## src/design/cpc_pkg.sv

```systemverilog
// Shared types and constants for the CPC expansion core; page numbers assume 16 KB pages in a 23-bit space
package cpc_pkg;

	////////////////////
	// Basic types
	typedef logic [7:0]  byte_t;
	typedef logic [15:0] cpu_addr_t; // Z80 address
	typedef logic [22:0] mem_addr_t; // Bit 22 selects expansion space
	typedef logic [8:0]  page_t;     // Top bit marks an expansion page
	typedef logic        bank_t;
	typedef logic [12:0] mf2_addr_t; // 8 KB shadow RAM

	typedef enum logic [1:0] {
		MF2_ENABLED  = 2'd0,
		MF2_HIDDEN   = 2'd1,
		MF2_DISABLED = 2'd2
	} mf2_mode_t;

	////////////////////
	// Memory pages
	localparam page_t MF2_PAGE    = 9'h1FF; // Multiface ROM
	localparam page_t UNUSED_PAGE = 9'h1EE; // Target of a malformed extension

	// OS, BASIC, AMSDOS and Multiface chunks, repeated for bank 1
	localparam page_t SYS_PAGE_TABLE [4] = '{9'h000, 9'h100, 9'h107, 9'h1FF};

	////////////////////
	// Multiface vectors and control port
	localparam cpu_addr_t NMI_VECTOR    = 16'h0066;
	localparam cpu_addr_t HIDE_VECTOR   = 16'h0065;
	localparam cpu_addr_t MF2_PORT_BASE = 16'hFEE8; // Bits 1..0 ignored

	// Upper address byte of the hardware ports that get shadowed
	localparam byte_t PORT_GA        = 8'h7F; // Gate array
	localparam byte_t PORT_CRTC_SEL  = 8'hBC;
	localparam byte_t PORT_CRTC_DATA = 8'hBD;
	localparam byte_t PORT_PPI       = 8'hF7; // 8255
	localparam byte_t PORT_ROM_SEL   = 8'hDF; // Upper ROM select

	////////////////////
	// Shadow RAM locations of stored registers
	localparam mf2_addr_t STORE_PEN_INDEX   = 13'h1FCF;
	localparam mf2_addr_t STORE_BORDER      = 13'h1FDF;
	localparam mf2_addr_t STORE_PEN_BASE    = 13'h1F90; // Plus pen number
	localparam mf2_addr_t STORE_SCREEN_MODE = 13'h1FEF;
	localparam mf2_addr_t STORE_BANKING     = 13'h1FFF;
	localparam mf2_addr_t STORE_CRTC_SEL    = 13'h1CFF;
	localparam mf2_addr_t STORE_CRTC_BASE   = 13'h1DB0; // Plus CRTC register
	localparam mf2_addr_t STORE_PPI         = 13'h17FF;
	localparam mf2_addr_t STORE_UPPER_ROM   = 13'h1AAC;

endpackage

```

## src/design/rom_presence_map.sv

```systemverilog
// Loaded expansion pages; a page counts as loaded after its first committed byte
module rom_presence_map import cpc_pkg::*; (
	input  logic      clk_sys,
	input  logic      reset,
	input  logic      page_commit,
	input  page_t     commit_page,
	input  mem_addr_t mem_addr,
	output byte_t     rom_mask
);

	logic [255:0] loaded;

	always_ff @(posedge clk_sys) begin
		if (reset)
			loaded <= '0;
		else if (page_commit && commit_page[8]) // System pages are ignored
			loaded[commit_page[7:0]] <= 1'b1;
	end

	// Empty expansion pages read as FF
	assign rom_mask = (mem_addr[22] && !loaded[mem_addr[21:14]]) ? 8'hFF : 8'h00;

endmodule

```

## config.mk

```make
export PLATFORM = sky130hd
export DESIGN_NAME = rom_presence_map
export DESIGN_NICKNAME = d
export VERILOG_FILES = /design/src/design/cpc_pkg.sv /design/src/design/rom_presence_map.sv
export SDC_FILE = /design/constraint.sdc
export NUM_CORES = 1
export LEC_CHECK = 0
export ABC_CLOCK_PERIOD_IN_PS = 7760
export BUFFER_PORTS_ARGS = -buffer_cell sky130_fd_sc_hd__buf_4
export CAP_MARGIN = 20
export CORE_ASPECT_RATIO = 0.75
export CORE_MARGIN = 2
export CORE_UTILIZATION = 55
export CTS_CLUSTER_SIZE = 20
export DETAILED_ROUTE_END_ITERATION = 10
export PLACE_DENSITY = 0.72
export SLEW_MARGIN = 20
export SYNTH_ARGS = -nofsm -noshare
export SYNTH_HDL_FRONTEND = slang
export SYNTH_SLANG_ARGS = --single-unit
```

## constraint.sdc

```tcl
create_clock -name clk_sys -period 7.76 [get_ports clk_sys]
set_clock_uncertainty 0.05 [all_clocks]
set_input_delay 1.164 -clock clk_sys [delete_from_list [all_inputs] [get_ports clk_sys]]
set_output_delay 1.164 -clock clk_sys [all_outputs]
set_load 0.1 [all_outputs]
```

==> impl_metrics.env <==
export IMPL_status="finished clean"
export IMPL_crit_start="mem_addr[14]"
export IMPL_hold_buffers=0
export IMPL_gp_congestion=0.8234
export IMPL_internal_power_mw=1.982
export IMPL_clockBufferDepth=3
export IMPL_cts_root_buf="clkbuf_16"
export IMPL_final_util_pct=62.48
export IMPL_cts_made_buffers=24
export IMPL_peakVddDrop_v=0.0001584
export IMPL_worstRegToRegCells=2
export IMPL_diodes=0
export IMPL_hold_viol=0
export IMPL_drive_gt1_share_pct=12.81
export IMPL_start_kind="primary input"
export IMPL_maxSlewHeadroom_pct=26.82
export IMPL_grt_max_degree=94
export IMPL_vias_per_cell=6.162
export IMPL_tightest_slew_ns=1.094
export IMPL_synth_top_family_by_area="compound AO/OA/AOI/OAI gates"
export IMPL_max_freq_ghz=0.1752
export IMPL_clock_power_share_pct=42.3
export IMPL_yosys_area_share_simple_pct=14.22
export IMPL_syn_area_um2=10050
export IMPL_dr_pass1_iters=5
export IMPL_initial_core_util_pct=56.57
export IMPL_syn_nets=1123
export IMPL_n_fill_cell=1539
export IMPL_cpLargestDelayFamily="buffers and inverters"
export IMPL_min_path_type="flop to flop"
export IMPL_ys_top_cells_by_count="nor2_1, a21oi_1, dfxtp_1, clkbuf_1, mux4_2"
export IMPL_synthCells=1088
export IMPL_fin_setup_tns_ns=0
export IMPL_min_to="loaded[238]"
export IMPL_cts_repair_resized=0
export IMPL_whs_path_depth=2
export IMPL_port_buffers=28
export IMPL_path_buf_inv=3
export IMPL_muxShareOfSynthArea_pct=14.17
export IMPL_wl_per_cell_um=20.16
export IMPL_vias=8177
export IMPL_dieArea_um2=19380
export IMPL_finalCritPeriodShare_pct=73.54
export IMPL_setup_viol=0
export IMPL_cts_tree="built"
export IMPL_die_w_um=160.1
export IMPL_slew_viol_final=0
export IMPL_layout_area_seq_um2=5125
export IMPL_max_stage_delay_ns=0.61
export IMPL_synth_area_top_cells="dfxtp_1, a21oi_1, nor2_1"
export IMPL_powerDensity_nw_per_um2=233.3
export IMPL_crit_top_cell="buf_4"
export IMPL_synth_area_per_cell_um2=9.236
export IMPL_r2r_slack_ns=7.02
export IMPL_synthToLayoutAreaGrowth_pct=10.43
export IMPL_cts_sinks=256
export IMPL_largest_register="loaded"
export IMPL_multi_input_area_um2=4583
export IMPL_core_area_um2=17760
export IMPL_cp_required_ns=6.55
export IMPL_yosysTopAreaCellShare_pct=51.00
export IMPL_postRouteAntennaNets=0
export IMPL_slowest_stage="nor2b_1"
export IMPL_dp_hpwl_mm=16.03
export IMPL_wl_mm=26.75
export IMPL_largest_registers="loaded: 256 flops"
export IMPL_combPwrFrac_pct=6.9
export IMPL_worstPathMaxFanout=32
export IMPL_netSwitchingFraction_pct=23.46
export IMPL_r2r_start="loaded[49]"
export IMPL_largest_reg_flops=256
export IMPL_synth_top_flop_cell="dfxtp_1"
export IMPL_rsz0062_at_grt="no"
export IMPL_crit_chain="buf_4 > buf_4 > nor2b_1 > a22oi_1 > nand4_1 > nand4_1 > o31a_1 > a32oi_1 > buf_4"
export IMPL_cts_clk_slew_worst_paths_ns=0.06
export IMPL_min_from="loaded[238]"
export IMPL_clk_latency_ns=0.51
export IMPL_grt_use_total_pct=27.51
export IMPL_finalCriticalPeriod_ns=5.707
export IMPL_ys_ff_latch=256
export IMPL_synth_compound_area_share_pct=16.36
export IMPL_maxCapViolCount=0
export IMPL_synthAdderAreaFrac_pct=0
export IMPL_synth_xor_area_share_pct=0
export IMPL_nets=1108
export IMPL_drtIter0Drc=1032
export IMPL_post_cts_buffers=0
export IMPL_crit_path_end_kind="output pin"
export IMPL_synth_top_cell_by_area="dfxtp_1"
export IMPL_p_sw_mw=0.6074
export IMPL_ys_seq_area_share_pct=51.00
export IMPL_cts_htree_levels=1
export IMPL_grt_pass1_vias=7662
export IMPL_p_leak_nw=4.107
export IMPL_arrival_ns=4.49
export IMPL_antenna_found_initial=1
export IMPL_synth_most_common_cell="nor2_1"
export IMPL_synth_cell_type_count=40
export IMPL_grt_overflow=0
export IMPL_synth_warnings=0
export IMPL_fp_row_count=42
export IMPL_seq_power_share_pct=50.8
export IMPL_worstReg2RegEnd="loaded[49]"
export IMPL_synth_edf_count=0
export IMPL_grt_pass1_wl_mm=42.09
export IMPL_drc=0
export IMPL_crit_type="primary input to output pin"
export IMPL_io_pins=43
export IMPL_ys_async_sr_fraction_pct=0
export IMPL_die_h_um=121.1
[cell usage in the layout, fill, tap and decap left out, types with 10 or more instances in the layout]
master / netlist / final
a21oi_1: 260 / 260
a22oi_1: 23 / 23
buf_4: 9 / 47
clkbuf_16: 0 / 25
dfxtp_1: 256 / 256
mux2i_1: 35 / 35
mux4_2: 42 / 42
nand2_1: 17 / 17
nor2_1: 285 / 275
nor2_2: 0 / 10
[through the flow]
stage | area (um^2) | hold WS, ns | worst slack [ns] | total power, mW | instances
CTS | 11080 | 0.4036 | 1.991 | 2.600 | 1327
global route | 11100 | 0.4307 | 1.780 | 2.655 | 1327
finish | 11100 | 0.4020 | 2.053 | 2.589 | 1327
global placement | 10360 | 0.3853 | 2.043 | 1.520 | 1289
floorplan | 10050 | 0.3723 | 1.398 | 1.479 | 1088
detailed placement | 10370 | 0.3956 | 1.998 | 1.520 | 1289
[metal layers]
metal | routed length, um | vias up | GRT usage (%)
li1 | - | 3776 | -
met3 | 2444 | 65 | 5.058
met2 | 11740 | 371 | 43.10
met4 | 691 | 0 | 7.320
met5 | 0 | - | 0
met1 | 11870 | 3965 | 39.56
[worst reg2reg max path: stages, from the launching register on]
cell	delay, ns
dfxtp_1	0.31
a21oi_1	0.17
nor2_1	0.07
[power groups by stage]
stage	logic (mW)	registers, mW	clock network, mW
CTS	0.175	1.32	1.11
floorplan	0.133	1.35	0
finish	0.178	1.32	1.10
global route	0.186	1.32	1.15
detailed placement	0.175	1.35	0
global placement	0.175	1.35	0
[worst max-delay path by stage]
stage | to | slack [ns] | cells after the start
after floorplan | rom_mask[1] | 1.40 | 10
after global placement | rom_mask[3] | 2.04 | 9
after detailed placement | rom_mask[6] | 2.00 | 9
after CTS | rom_mask[6] | 1.99 | 9
after global routing | rom_mask[4] | 1.78 | 9
final | rom_mask[6] | 2.05 | 9
[cells by family (layout without fill, tap and decap cells)]
kind of cell,Yosys count,count (layout)
flip-flops,256,256
AO/OA/AOI/OAI,306,306
buffers and inverters,91,88
AND/OR/NAND/NOR,352,352
multiplexers,83,83
[layout make-up]
class | count | share of cell area (%)
multi-input combinational | 741 | 41.30
clock buffer | 38 | 6.438
inverter | 2 | 0.06765
tap | 242 | 2.729
timing repair buffer | 48 | 3.281
sequential | 256 | 46.18
Note: power is estimated with default switching activity, not from simulation.
