[src/design/cpc_pkg.sv]
// Shared types and constants for the CPC expansion core; page numbers assume 16 KB pages in a 23-bit space
package cpc_pkg;

	////////////////////
	// Basic types
	typedef logic [7:0]  byte_t;
	typedef logic [15:0] cpu_addr_t; // Z80 address
	typedef logic [22:0] mem_addr_t; // Bit 22 selects expansion space
	typedef logic [8:0]  page_t;     // Top bit marks an expansion page
	typedef logic        bank_t;
	typedef logic [12:0] mf2_addr_t; // 8 KB shadow RAM

	typedef enum logic [1:0] {
		MF2_ENABLED  = 2'd0,
		MF2_HIDDEN   = 2'd1,
		MF2_DISABLED = 2'd2
	} mf2_mode_t;

	////////////////////
	// Memory pages
	localparam page_t MF2_PAGE    = 9'h1FF; // Multiface ROM
	localparam page_t UNUSED_PAGE = 9'h1EE; // Target of a malformed extension

	// OS, BASIC, AMSDOS and Multiface chunks, repeated for bank 1
	localparam page_t SYS_PAGE_TABLE [4] = '{9'h000, 9'h100, 9'h107, 9'h1FF};

	////////////////////
	// Multiface vectors and control port
	localparam cpu_addr_t NMI_VECTOR    = 16'h0066;
	localparam cpu_addr_t HIDE_VECTOR   = 16'h0065;
	localparam cpu_addr_t MF2_PORT_BASE = 16'hFEE8; // Bits 1..0 ignored

	// Upper address byte of the hardware ports that get shadowed
	localparam byte_t PORT_GA        = 8'h7F; // Gate array
	localparam byte_t PORT_CRTC_SEL  = 8'hBC;
	localparam byte_t PORT_CRTC_DATA = 8'hBD;
	localparam byte_t PORT_PPI       = 8'hF7; // 8255
	localparam byte_t PORT_ROM_SEL   = 8'hDF; // Upper ROM select

	////////////////////
	// Shadow RAM locations of stored registers
	localparam mf2_addr_t STORE_PEN_INDEX   = 13'h1FCF;
	localparam mf2_addr_t STORE_BORDER      = 13'h1FDF;
	localparam mf2_addr_t STORE_PEN_BASE    = 13'h1F90; // Plus pen number
	localparam mf2_addr_t STORE_SCREEN_MODE = 13'h1FEF;
	localparam mf2_addr_t STORE_BANKING     = 13'h1FFF;
	localparam mf2_addr_t STORE_CRTC_SEL    = 13'h1CFF;
	localparam mf2_addr_t STORE_CRTC_BASE   = 13'h1DB0; // Plus CRTC register
	localparam mf2_addr_t STORE_PPI         = 13'h17FF;
	localparam mf2_addr_t STORE_UPPER_ROM   = 13'h1AAC;

endpackage

[src/design/cpu_bus_if.sv]
// CPU side strobes as seen by the Multiface blocks; all signals are driven by the top level
interface cpu_bus_if import cpc_pkg::*; ();

	cpu_addr_t cpu_addr;
	byte_t     io_data;  // Data of an io write
	logic      io_wr;    // Level, edges detected by the users
	logic      m1;       // Opcode fetch
	logic      mem_wr;
	byte_t     mem_data; // Data of a memory write

	// NMI and paging logic only looks at io writes and fetches
	modport control (
		input cpu_addr,
		input io_data,
		input io_wr,
		input m1
	);

	// Shadow RAM sees the whole bus
	modport store (
		input cpu_addr,
		input io_data,
		input io_wr,
		input m1,
		input mem_wr,
		input mem_data
	);

endinterface

[src/design/mf2_control.sv]
// Multiface NMI and paging; the CPU is assumed to fetch the NMI vector while nmi is pending
module mf2_control import cpc_pkg::*; (
	input  logic      clk_sys,
	input  logic      reset,
	input  mf2_mode_t mode,
	input  logic      key_nmi,
	cpu_bus_if.control bus,
	output logic      nmi,
	output logic      mf2_active,
	output logic      mf2_rom_sel,
	output logic      mf2_ram_sel
);

	logic old_key_nmi;
	logic old_m1;
	logic old_io_wr;
	logic hidden;
	logic key_rise;
	logic m1_rise;
	logic port_wr;

	assign key_rise = key_nmi & ~old_key_nmi;
	assign m1_rise  = bus.m1 & ~old_m1;
	assign port_wr  = bus.io_wr & ~old_io_wr & (bus.cpu_addr[15:2] == MF2_PORT_BASE[15:2]);

	always_ff @(posedge clk_sys) begin
		if (reset) begin
			old_key_nmi <= 1'b0;
			old_m1 <= 1'b0;
			old_io_wr <= 1'b0;
			nmi <= 1'b0;
			mf2_active <= 1'b0;
			hidden <= (mode != MF2_ENABLED);
		end else begin
			old_key_nmi <= key_nmi;
			old_m1 <= bus.m1;
			old_io_wr <= bus.io_wr;

			if (key_rise && !mf2_active && mode != MF2_DISABLED)
				nmi <= 1'b1;

			if (nmi && m1_rise && bus.cpu_addr == NMI_VECTOR) begin // NMI taken
				nmi <= 1'b0;
				mf2_active <= 1'b1;
				hidden <= 1'b0;
			end

			if (mf2_active && m1_rise && bus.cpu_addr == HIDE_VECTOR)
				hidden <= 1'b1;

			// FEE8 pages in unless hidden, FEEA pages out
			if (port_wr) begin
				mf2_active <= ~bus.cpu_addr[1] & ~hidden;
				if (!bus.cpu_addr[1] && !hidden)
					nmi <= 1'b0; // Paging in absorbs a pending request
			end
		end
	end

	assign mf2_rom_sel = mf2_active && (bus.cpu_addr[15:13] == 3'b000);
	assign mf2_ram_sel = mf2_active && (bus.cpu_addr[15:13] == 3'b001);

	assert property (@(posedge clk_sys) disable iff (reset) !(nmi && mf2_active));

endmodule

[src/flat_wrapper.sv]
// flat-port wrapper written by rule: the top's interface ports become plain ports
module mf2_control_flat import cpc_pkg::*;
  (clk_sys, reset, mode, key_nmi, nmi, mf2_active, mf2_rom_sel, mf2_ram_sel, bus_cpu_addr, bus_io_data, bus_io_wr, bus_m1);
  cpu_bus_if bus_i ();
  input  logic clk_sys;
  input  logic reset;
  input  mf2_mode_t mode;
  input  logic key_nmi;
  output logic nmi;
  output logic mf2_active;
  output logic mf2_rom_sel;
  output logic mf2_ram_sel;
  input wire logic [$bits(bus_i.cpu_addr)-1:0] bus_cpu_addr;
  input wire logic [$bits(bus_i.io_data)-1:0] bus_io_data;
  input wire logic [$bits(bus_i.io_wr)-1:0] bus_io_wr;
  input wire logic [$bits(bus_i.m1)-1:0] bus_m1;
  assign bus_i.cpu_addr = bus_cpu_addr;
  assign bus_i.io_data = bus_io_data;
  assign bus_i.io_wr = bus_io_wr;
  assign bus_i.m1 = bus_m1;
  mf2_control u_core (.clk_sys(clk_sys), .reset(reset), .mode(mode), .key_nmi(key_nmi), .bus(bus_i), .nmi(nmi), .mf2_active(mf2_active), .mf2_rom_sel(mf2_rom_sel), .mf2_ram_sel(mf2_ram_sel));
endmodule
[config.mk]
export PLATFORM = sky130hd
export DESIGN_NAME = mf2_control_flat
export DESIGN_NICKNAME = d
export VERILOG_FILES = /design/src/design/cpc_pkg.sv /design/src/design/cpu_bus_if.sv /design/src/design/mf2_control.sv /design/src/flat_wrapper.sv
export SDC_FILE = /design/constraint.sdc
export NUM_CORES = 1
export LEC_CHECK = 0
export ABC_AREA = 1
export BUFFER_PORTS_ARGS = -buffer_cell sky130_fd_sc_hd__buf_2
export CAP_MARGIN = 20
export CORE_AREA = 2 2 39 41
export CTS_CLUSTER_SIZE = 28
export DETAILED_ROUTE_END_ITERATION = 10
export DIE_AREA = 0 0 41 43
export GPL_TIMING_DRIVEN = 0
export PLACE_DENSITY = 0.73
export SYNTH_ARGS = -nofsm -noshare
export SYNTH_HDL_FRONTEND = slang
export SYNTH_SLANG_ARGS = --single-unit
[constraint.sdc]
create_clock -name clk_sys -period 3.1 [get_ports clk_sys]
set_input_delay 0.31 -clock clk_sys [delete_from_list [all_inputs] [get_ports clk_sys]]
set_output_delay 0.31 -clock clk_sys [all_outputs]
set_load 0.1 [all_outputs]
==> results.sh <==
export IMPL_status="finished clean"
export IMPL_slew_violations=0
export IMPL_fp_coreArea_mm2=0.00138
export IMPL_clock_fmax_mhz=614
export IMPL_yosysWarnings=0
export IMPL_synth_area_per_cell_um2=5.31
export IMPL_min_from="bus_m1"
export IMPL_cts_hold_buf=0
export IMPL_whs_ps=291
export IMPL_ys_ff_latch=6
export IMPL_gr_total_overflow=0
export IMPL_cts_sinks=6
export IMPL_hp_class="in -> reg"
export IMPL_placed_cells=133
export IMPL_place_hpwl_um=994
export IMPL_n_fill_cell=161
export IMPL_critPathSlowestCell="buf_2"
export IMPL_startpoint_type="register"
export IMPL_ctsResizeCount=0
export IMPL_arrival_ps=1320
export IMPL_die_y_um=43
export IMPL_initialDrtViolationCount=12
export IMPL_fin_skew_ps=4.18
export IMPL_root_buffer="clkbuf_4"
export IMPL_io_pins=35
export IMPL_max_stage_delay_ps=470
export IMPL_syn_nets=122
export IMPL_die_w_um=41
export IMPL_ctsHtreeMaxLevel=1
export IMPL_p_leak_uw=0.000382
export IMPL_critPathMaxFanout=5
export IMPL_endpoint_kind="primary output"
export IMPL_worst_slew_pin_slew_ps=492
export IMPL_diodes=0
export IMPL_rsz0062_at_grt="false"
export IMPL_wl_per_cell_um=8.12
export IMPL_ys_types=16
export IMPL_insertion_delay_ps=240
export IMPL_cts_made_buffers=3
export IMPL_fin_util_pct=48.6
export IMPL_min_period_ps=1630
export IMPL_wl_um=1110
export IMPL_initial_core_util_pct=34.9
export IMPL_power_density_mw_per_mm2=317
export IMPL_drc=0
export IMPL_antenna_found_initial=0
export IMPL_row_count=14
export IMPL_cts_tree="done"
export IMPL_slew_headroom_pct=67.4
export IMPL_vias_per_cell=4.45
export IMPL_fin_crit_sh_pct=52.6
export IMPL_vias=610
export IMPL_critPathLaunch="u_core.mf2_active"
export IMPL_critical_path_cell_chain="inv_2 -> nor4_2 -> buf_2"
export IMPL_grt_usage_pct=13.6
export IMPL_grt_pass1_vias=532
export IMPL_instances_no_fill=137
export IMPL_hold_viol=0
export IMPL_die_area_mm2=0.00176
export IMPL_grt_max_degree=8
export IMPL_critPathKind="reg -> out"
export IMPL_maxCapViolCount=0
export IMPL_setup_viol=0
export IMPL_gp_congestion=0.759
export IMPL_port_buffers=26
export IMPL_ir_worst_vdd_mv=0.188
export IMPL_synth_area_um2=483
export IMPL_drtPass1Iterations=4
export IMPL_synthCells=91
export IMPL_cts_buffer_depth=2
export IMPL_yosysSeqAreaShare_pct=26.9
export IMPL_postCtsSetupRepairBufs=0
export IMPL_area_delta_synth_final_pct=39.1
export IMPL_grt_pass1_wl_um=1720
export IMPL_r2r_start="u_core.old_m1"
export IMPL_clkTransAtPathRegs_ps=40
export IMPL_drive_above_1_share_pct=28.9
export IMPL_nNetsFinal=153
export IMPL_required_ps=2790
export IMPL_antenna_left=0
-- through the flow --
step | instance area [µm²] | setup WS [ps] | setup TNS, ps | power [µW]
floorplan | 495 | -37.2 | -74.5 | 113
global placement | 646 | 1640 | 0 | 136
detailed placement | 646 | 1600 | 0 | 138
CTS | 672 | 1460 | 0 | 216
global route | 672 | 1420 | 0 | 225
finish | 672 | 1470 | 0 | 213
-- power breakdown --
group / leakage, µW / internal, µW / switching [µW]
combinational: 0.000316 / 19.4 / 31.5
sequential: 0.0000511 / 83.8 / 1.37
clock: 0.0000150 / 48.7 / 28.0
total: 0.000382 / 152 / 60.9
-- final timing paths --
check | end | depth (start not counted) | slack [ps]
setup reg to reg | u_core.hidden | 5 | 2000
hold / removal | u_core.old_m1 | 3 | 290
hold reg to reg | u_core.nmi | 2 | 550
setup / recovery | mf2_ram_sel | 3 | 1470
-- critical path, delay by kind of cell, from the launching register on --
kind | cells | cell delay (ps)
buffers and inverters | 2 | 540
and+or+nand+nor | 1 | 210
DFF | 1 | 340
-- layout by cell type, fill, tap and decap left out, drive strengths merged --
| master | instances |
|---|---|
| buf | 26 |
| nor4 | 2 |
| nand2 | 21 |
| clkbuf | 4 |
| inv | 20 |
| and3 | 1 |
| a21oi | 1 |
| nor3 | 1 |
| o21ai | 3 |
| nand4 | 2 |
| edfxtp | 1 |
| nor2 | 28 |
| dfxtp | 5 |
| nand3 | 6 |
-- cells by family (layout without fill, tap and decap cells) --
kind of cell,after synthesis,after routing,share of synthesized area [%]
AO/OA/AOI/OAI,4,4,4.14
buffers and inverters,20,50,15.5
flip-flops,6,6,26.9
AND/OR/NAND/NOR,61,61,53.4
-- final cells by class --
cell class	instances	area [µm²]	area share, %
multi-input cells	65	290	43.2
flip-flops and latches	6	130	19.4
repair buffers	26	130	19.4
inverters	20	75.1	11.2
clock buffers	4	26.3	3.91
well taps	16	20.0	2.98
-- synth_stat cells --
cell type   n  area [µm²]
nor2_1     27         101
nand2_1    21        78.8
inv_1      18        67.6
dfxtp_1     5         100
nand3_1     5        25.0
inv_2       2        7.51
nand4_1     2        12.5
nor4_1      2        12.5
o21ai_0     2        10.0
a21oi_1     1        5.00
and3_1      1        6.26
edfxtp_1    1        30.0
nand3_2     1        10.0
nor2_2      1        6.26
nor3_1      1        5.00
o21ai_1     1        5.00
-- routing by layer --
layer	part of all wire (%)	global-route usage, %	vias to the layer above	routed length, µm
met2	49	25.3	20	545
met5	0	0	-	0
met4	0	4.00	0	0
met1	43	14.7	255	476
met3	8.2	1.57	0	91
li1	-	-	335	-
-- state kept, by name, indices dropped and copies added (netlist names) --
name                flops
u_core.old_m1           1
u_core.old_key_nmi      1
u_core.mf2_active       1
u_core.nmi              1
u_core.old_io_wr        1
u_core.hidden           1
Power figures use the tool's default switching activity.
