<file path="config.mk">
export PLATFORM = sky130hd
export DESIGN_NAME = rom_loader
export DESIGN_NICKNAME = d
export VERILOG_FILES = /design/src/design/cpc_pkg.sv /design/src/design/rom_page_decoder.sv /design/src/design/rom_loader.sv
export SDC_FILE = /design/constraint.sdc
export NUM_CORES = 1
export LEC_CHECK = 0
export BUFFER_PORTS_ARGS = -buffer_cell sky130_fd_sc_hd__buf_2
export CELL_PAD_IN_SITES_DETAIL_PLACEMENT = 1
export CELL_PAD_IN_SITES_GLOBAL_PLACEMENT = 1
export CORE_ASPECT_RATIO = 0.6
export CORE_UTILIZATION = 30
export CTS_CLUSTER_SIZE = 25
export DETAILED_ROUTE_END_ITERATION = 7
export PLACE_DENSITY_LB_ADDON = 0.12
export SYNTH_ARGS = -nofsm -noshare
export SYNTH_HDL_FRONTEND = slang
export SYNTH_SLANG_ARGS = --single-unit
export TNS_END_PERCENT = 20
</file>
<file path="constraint.sdc">
create_clock -name clk_sys -period 1.8 [get_ports clk_sys]
set_input_delay 0.18 -clock clk_sys [delete_from_list [all_inputs] [get_ports clk_sys]]
set_output_delay 0.18 -clock clk_sys [all_outputs]
set_load 0.05 [all_outputs]
</file>
<file path="src/design/cpc_pkg.sv">
// Shared types and constants for the CPC expansion core; page numbers assume 16 KB pages in a 23-bit space
package cpc_pkg;

	////////////////////
	// Basic types
	typedef logic [7:0]  byte_t;
	typedef logic [15:0] cpu_addr_t; // Z80 address
	typedef logic [22:0] mem_addr_t; // Bit 22 selects expansion space
	typedef logic [8:0]  page_t;     // Top bit marks an expansion page
	typedef logic        bank_t;
	typedef logic [12:0] mf2_addr_t; // 8 KB shadow RAM

	typedef enum logic [1:0] {
		MF2_ENABLED  = 2'd0,
		MF2_HIDDEN   = 2'd1,
		MF2_DISABLED = 2'd2
	} mf2_mode_t;

	////////////////////
	// Memory pages
	localparam page_t MF2_PAGE    = 9'h1FF; // Multiface ROM
	localparam page_t UNUSED_PAGE = 9'h1EE; // Target of a malformed extension

	// OS, BASIC, AMSDOS and Multiface chunks, repeated for bank 1
	localparam page_t SYS_PAGE_TABLE [4] = '{9'h000, 9'h100, 9'h107, 9'h1FF};

	////////////////////
	// Multiface vectors and control port
	localparam cpu_addr_t NMI_VECTOR    = 16'h0066;
	localparam cpu_addr_t HIDE_VECTOR   = 16'h0065;
	localparam cpu_addr_t MF2_PORT_BASE = 16'hFEE8; // Bits 1..0 ignored

	// Upper address byte of the hardware ports that get shadowed
	localparam byte_t PORT_GA        = 8'h7F; // Gate array
	localparam byte_t PORT_CRTC_SEL  = 8'hBC;
	localparam byte_t PORT_CRTC_DATA = 8'hBD;
	localparam byte_t PORT_PPI       = 8'hF7; // 8255
	localparam byte_t PORT_ROM_SEL   = 8'hDF; // Upper ROM select

	////////////////////
	// Shadow RAM locations of stored registers
	localparam mf2_addr_t STORE_PEN_INDEX   = 13'h1FCF;
	localparam mf2_addr_t STORE_BORDER      = 13'h1FDF;
	localparam mf2_addr_t STORE_PEN_BASE    = 13'h1F90; // Plus pen number
	localparam mf2_addr_t STORE_SCREEN_MODE = 13'h1FEF;
	localparam mf2_addr_t STORE_BANKING     = 13'h1FFF;
	localparam mf2_addr_t STORE_CRTC_SEL    = 13'h1CFF;
	localparam mf2_addr_t STORE_CRTC_BASE   = 13'h1DB0; // Plus CRTC register
	localparam mf2_addr_t STORE_PPI         = 13'h17FF;
	localparam mf2_addr_t STORE_UPPER_ROM   = 13'h1AAC;

endpackage

</file>
<file path="src/design/rom_page_decoder.sv">
// Expansion page from a two-letter extension; only upper case hex digits are recognised
module rom_page_decoder import cpc_pkg::*; (
	input  byte_t [1:0] file_ext, // [1] is the first character
	output page_t       start_page,
	output logic        combo
);

	logic [4:0] hi_digit;
	logic [4:0] lo_digit;

	// Valid flag and nibble of one extension character
	function automatic logic [4:0] hex_digit(input byte_t c);
		if (c >= "0" && c <= "9")
			return {1'b1, c[3:0]};
		if (c >= "A" && c <= "F")
			return {1'b1, c[3:0] + 4'd9};
		return 5'b0;
	endfunction

	assign hi_digit = hex_digit(file_ext[1]);
	assign lo_digit = hex_digit(file_ext[0]);

	always_comb begin
		start_page = UNUSED_PAGE; // Bad characters keep the unused nibbles
		combo = 1'b0;
		if (hi_digit[4])
			start_page[7:4] = hi_digit[3:0];
		if (lo_digit[4])
			start_page[3:0] = lo_digit[3:0];

		// Special files going to main memory
		if (file_ext == "ZZ")
			start_page = '0;
		if (file_ext == "Z0") begin
			start_page = '0;
			combo = 1'b1; // Multiface ROM follows the first block
		end
	end

endmodule

</file>
<file path="src/design/rom_loader.sv">
// Download to memory writes; REF_DIV must be 2 or more and the host waits for ioctl_wait to fall
module rom_loader import cpc_pkg::*; #(
	parameter int REF_DIV = 16
) (
	input  logic        clk_sys,
	input  logic        reset,
	input  logic        ioctl_download,
	input  byte_t       ioctl_index,    // 0 for system ROMs
	input  logic [15:0] ioctl_file_ext,
	input  logic        ioctl_wr,
	input  logic [24:0] ioctl_addr,
	input  byte_t       ioctl_data,
	output logic        ioctl_wait,
	output logic        boot_wr,
	output mem_addr_t   boot_addr,
	output bank_t       boot_bank,
	output byte_t       boot_data,
	output logic        page_commit,
	output page_t       commit_page
);

	localparam int CNT_W = (REF_DIV > 1) ? $clog2(REF_DIV) : 1;

	logic [CNT_W-1:0] ref_cnt;
	logic             ref_stb;
	logic             old_download;
	page_t            dec_page;
	logic             dec_combo;
	page_t            page;       // Base page of the current download
	logic             combo;
	logic             page_fixed; // Set once a combo file moved on to the Multiface ROM
	logic             exp_byte;   // Current byte goes to both banks
	logic [10:0]      sys_chunk;
	logic             sys_ok;

	rom_page_decoder u_decoder (
		.file_ext  (ioctl_file_ext),
		.start_page(dec_page),
		.combo     (dec_combo)
	);

	assign ref_stb   = (ref_cnt == '0);
	assign sys_chunk = ioctl_addr[24:14];
	assign sys_ok    = (sys_chunk < 11'd8); // Only 8 system chunks exist

	always_ff @(posedge clk_sys) begin
		if (reset) begin
			ref_cnt <= '0;
			old_download <= 1'b0;
			combo <= 1'b0;
			page_fixed <= 1'b0;
			exp_byte <= 1'b0;
			ioctl_wait <= 1'b0;
			boot_wr <= 1'b0;
			page_commit <= 1'b0;
		end else begin
			ref_cnt <= (ref_cnt == CNT_W'(REF_DIV - 1)) ? '0 : ref_cnt + 1'b1;
			old_download <= ioctl_download;
			boot_wr <= 1'b0;
			page_commit <= 1'b0;

			if (ioctl_download && !old_download) begin // Start of a new file
				page <= dec_page;
				combo <= (ioctl_index != 8'd0) && dec_combo;
				page_fixed <= 1'b0;
			end

			////////////////////
			// Byte accepted from the host
			if (ioctl_download && ioctl_wr) begin
				boot_data <= ioctl_data;
				boot_addr[13:0] <= ioctl_addr[13:0];
				exp_byte <= (ioctl_index != 8'd0);
				if (ioctl_index != 8'd0) begin
					ioctl_wait <= 1'b1;
					boot_bank <= 1'b0;
					if (page_fixed)
						boot_addr[22:14] <= page;
					else
						boot_addr[22:14] <= {page[8], page[7:0] + ioctl_addr[21:14]};
				end else if (sys_ok) begin
					ioctl_wait <= 1'b1;
					boot_addr[22:14] <= SYS_PAGE_TABLE[sys_chunk[1:0]];
					boot_bank <= sys_chunk[2]; // Chunks 4..7 are bank 1
				end
			end

			////////////////////
			// Strobe paced writes
			if (boot_wr) begin
				if (exp_byte && !boot_bank) begin
					boot_bank <= 1'b1; // Second copy on the next strobe
				end else begin
					ioctl_wait <= 1'b0;
					page_commit <= 1'b1;
					commit_page <= boot_addr[22:14];
					if (combo && &boot_addr[13:0]) begin
						combo <= 1'b0;
						page <= MF2_PAGE;
						page_fixed <= 1'b1;
					end
				end
			end else if (ref_stb && ioctl_wait) begin
				boot_wr <= 1'b1;
			end
		end
	end

	// A write is only issued for a byte the host is still waiting on
	assert property (@(posedge clk_sys) disable iff (reset) boot_wr |-> ioctl_wait);

endmodule

</file>
==> run summary <==
Fin. max-slew vios - 0
Total die area - 10600 sq um
Worst Tran Pin Value - 0.463 ns
Min-delay src - ioctl_data[2]
EDFF count, synth - 50
Period minus WS final - 1.92 ns
Initial Util - 30.9%
Post-synth top area share - 49.4%
Row Count - 28
Reg2Reg Depth - 7
Final Hold Fails - 0
Synth area leaders - edfxtp_1 49%, ha_1 7.8%, dfxtp_1 7.2%, a21oi_1 5.3%, nor2_1 3.6%
Max stage delay on crit path - 0.47 ns
I/O Pins - 105
Post-synth ARST share - 0%
# setup viols final - 4
Worst Path Buf+Inv - 0
Failing checks - setup timing
CP top delay family - flip-flops
CP Max Fanout - 4
Slew HR - 69.1%
Routed vias - 2576
# DRC - 0
Critical Path RT - 1.88 ns
Setup CP Type - reg -> reg
Nets - 488
Final WL - 8940 um
CTS Buffer Depth - 2
Starting DRC count in detailed routing - 107
Crit end category - register
DP Worst Slack - -0.218 ns
Root Driver - clkbuf_16
Mapped Area - 3040 sq um
Cell count after synthesis - 264
Overflow after GRT - 0
Avg Cell Area, Syn - 11.5 sq um
H-tree depth - 3
FILL cells - 1122
Gpl congestion - 0.833
Drt wl/cell - 16.3 um
Worst VDD drop - 479 uV
Flops & latches, synth - 61
Sink of the worst hold path - boot_data[2]$_DFFE_PP_
Leakage - 1.80 nW
RSZ-0062 raised after global routing - true
Hpwl dp - 7210 um
Fmax - 520 MHz
Netlist cell types - 48
Total CTS buffers - 9
Via density - 4.71
Area growth, synth to finish - 41.6%
Post-Route Skew - 0.00716 ns
Port Buffers - 104
Power per cell area - 938 nW/um^2
Hold Slack - 0.0220 ns
CORE AREA - 9840 sq um
Seq/Total Area, Yosys - 56.6%
Max-Cap Viols - 0
Reg2reg start - page[1]$_DFFE_PN_
Power share of the combinational group - 16.5%
Mapped Nets - 345
CTS tree - yes
Vias in the first global route - 2602
Sw power - 0.00109 W
Antenna viol nets, final - 0
Sw frac - 27.1%
Status - complete, but fails checks
Fin crit share - 107%
Ys Warns - 0
Critical Path Source Type - register
Critical path's slowest cell - edfxtp_1
DRT Pass-1 Iters - 4
Antenna Cells - 0
Reg power frac - 40.8%
Die height - 80.0 um
Reg2reg end - boot_addr[21]$_DFFE_PP_
Chip width - 132 um
Setup ws final - -0.122 ns
Most common cell in the netlist - edfxtp_1
Initial antenna violation count - 0
Total negative slack - -0.309 ns
Int Power - 0.00295 W
Clk sinks - 61
Hold Crit Class - in -> reg
Worst reg-to-reg setup slack - -0.12 ns
Primary FF master, synth - edfxtp_1
Largest net degree at the start of global routing - 23
GRT Overall Usage - 17.8%
WHS Path Cells - 1
Share of cells above drive strength 1 - 42.7%
Synth cell count leaders - 50 x edfxtp_1, 32 x a21oi_1, 29 x nor2_1
Crit-path cells - ha_1 -> nand3_1 -> a211oi_2 -> nor3_1 -> nor3_2 -> xnor2_1 -> a21oi_1
Cell taking the most area after synthesis - edfxtp_1
Clock share of power - 42.7%
First-pass GRT wire length - 14000 um
Clock Pin Slew Worst Setup and Hold Paths - 0.06 ns
WP data arrival - 2.01 ns
Clock Latency Late Sink - 0.33 ns
-- registers in the layout (all words and copies together) (netlist names) --
name          count
boot_addr        23
commit_page       9
page              9
boot_data         8
ref_cnt           4
boot_bank         1
boot_wr           1
combo             1
exp_byte          1
ioctl_wait        1
old_download      1
page_commit       1
page_fixed        1
-- what timing repair did --
item	CTS	global route
hold endpoints to repair	0	0
gates cloned	0	0
pin swaps	2	2
setup endpoints to repair	4	5
hold buffers	0	0
resized for setup	5	3
buffers inserted	0	0
-- worst max path at each step --
stage,slack [ns],from,depth (start not counted),end
floorplan,-0.01,page[0]$_DFFE_PN_,9,boot_addr[18]$_DFFE_PP_
global placement,-0.09,page[0]$_DFFE_PN_,9,boot_addr[20]$_DFFE_PP_
detailed placement,-0.22,page[0]$_DFFE_PN_,9,boot_addr[20]$_DFFE_PP_
CTS,-0.12,page[0]$_DFFE_PN_,9,boot_addr[20]$_DFFE_PP_
global route,-0.22,page[0]$_DFFE_PN_,9,boot_addr[20]$_DFFE_PP_
finish,-0.12,page[1]$_DFFE_PN_,7,boot_addr[21]$_DFFE_PP_
-- through the flow --
step,std cells,util [%],cell area [sq um],total power [W]
4_1_cts,547,43.5,4290,0.00407
5_1_grt,547,43.7,4310,0.00420
6_report,547,43.7,4310,0.00404
3_5_place_dp,531,40.3,3970,0.00232
3_3_place_gp,531,40.3,3970,0.00231
2_1_floorplan,264,-,3050,0.00205
-- cells by family (layout without fill, tap and decap cells) --
logic type / after synthesis / in the layout / share of synthesized area, %
adders and majority gates: 20 / 20 / 8.48
buffers and inverters: 20 / 168 / 2.55
DFF: 61 / 61 / 56.6
xor gates and xnor gates: 6 / 6 / 1.73
and+or+nand+nor: 89 / 89 / 16.6
muxes: 3 / 3 / 0.988
AOI/OAI and AO/OA: 65 / 65 / 13.0
-- metal layers --
| layer | routed length, um | track usage, % | vias to the layer above |
|---|---|---|---|
| met5 | 0 | 0 | - |
| met4 | 96 | 5.81 | 0 |
| met3 | 463 | 5.14 | 10 |
| met2 | 3960 | 26.6 | 63 |
| met1 | 4420 | 24.4 | 1229 |
| li1 | - | - | 1274 |
-- power groups by stage --
stage          combinational (W)  clock (W)  sequential, W
4_1_cts                 0.000660    0.00177        0.00165
3_3_place_gp            0.000634          0        0.00167
3_5_place_dp            0.000649          0        0.00168
2_1_floorplan           0.000244          0        0.00181
5_1_grt                 0.000726    0.00182        0.00165
6_report                0.000666    0.00173        0.00165
-- cells in the final DEF, fill, tap and decap left out, drive strengths merged, types with 3 or more instances in the layout --
cell type	count
or4	3
inv	15
xnor2	5
nand2	14
a21oi	33
ha	19
nand3	7
nor4	3
clkbuf	9
clkinvlp	3
buf	138
mux2i	3
nor3b	4
nand4	6
nor2	29
edfxtp	50
dfxtp	11
nor2b	6
nor3	8
o21ai	15
-- final cells by class --
class	instances	area [sq um]	share of cell area, %
clock buffers	9	225	5.23
well taps	135	169	3.92
repair buffers	138	776	18.0
inverters	14	52.6	1.22
clock inverters	7	75.1	1.74
multi-input cells	183	1290	29.9
flip-flops and latches	61	1720	40.0
No activity file was read; power rests on OpenSTA's default activity.
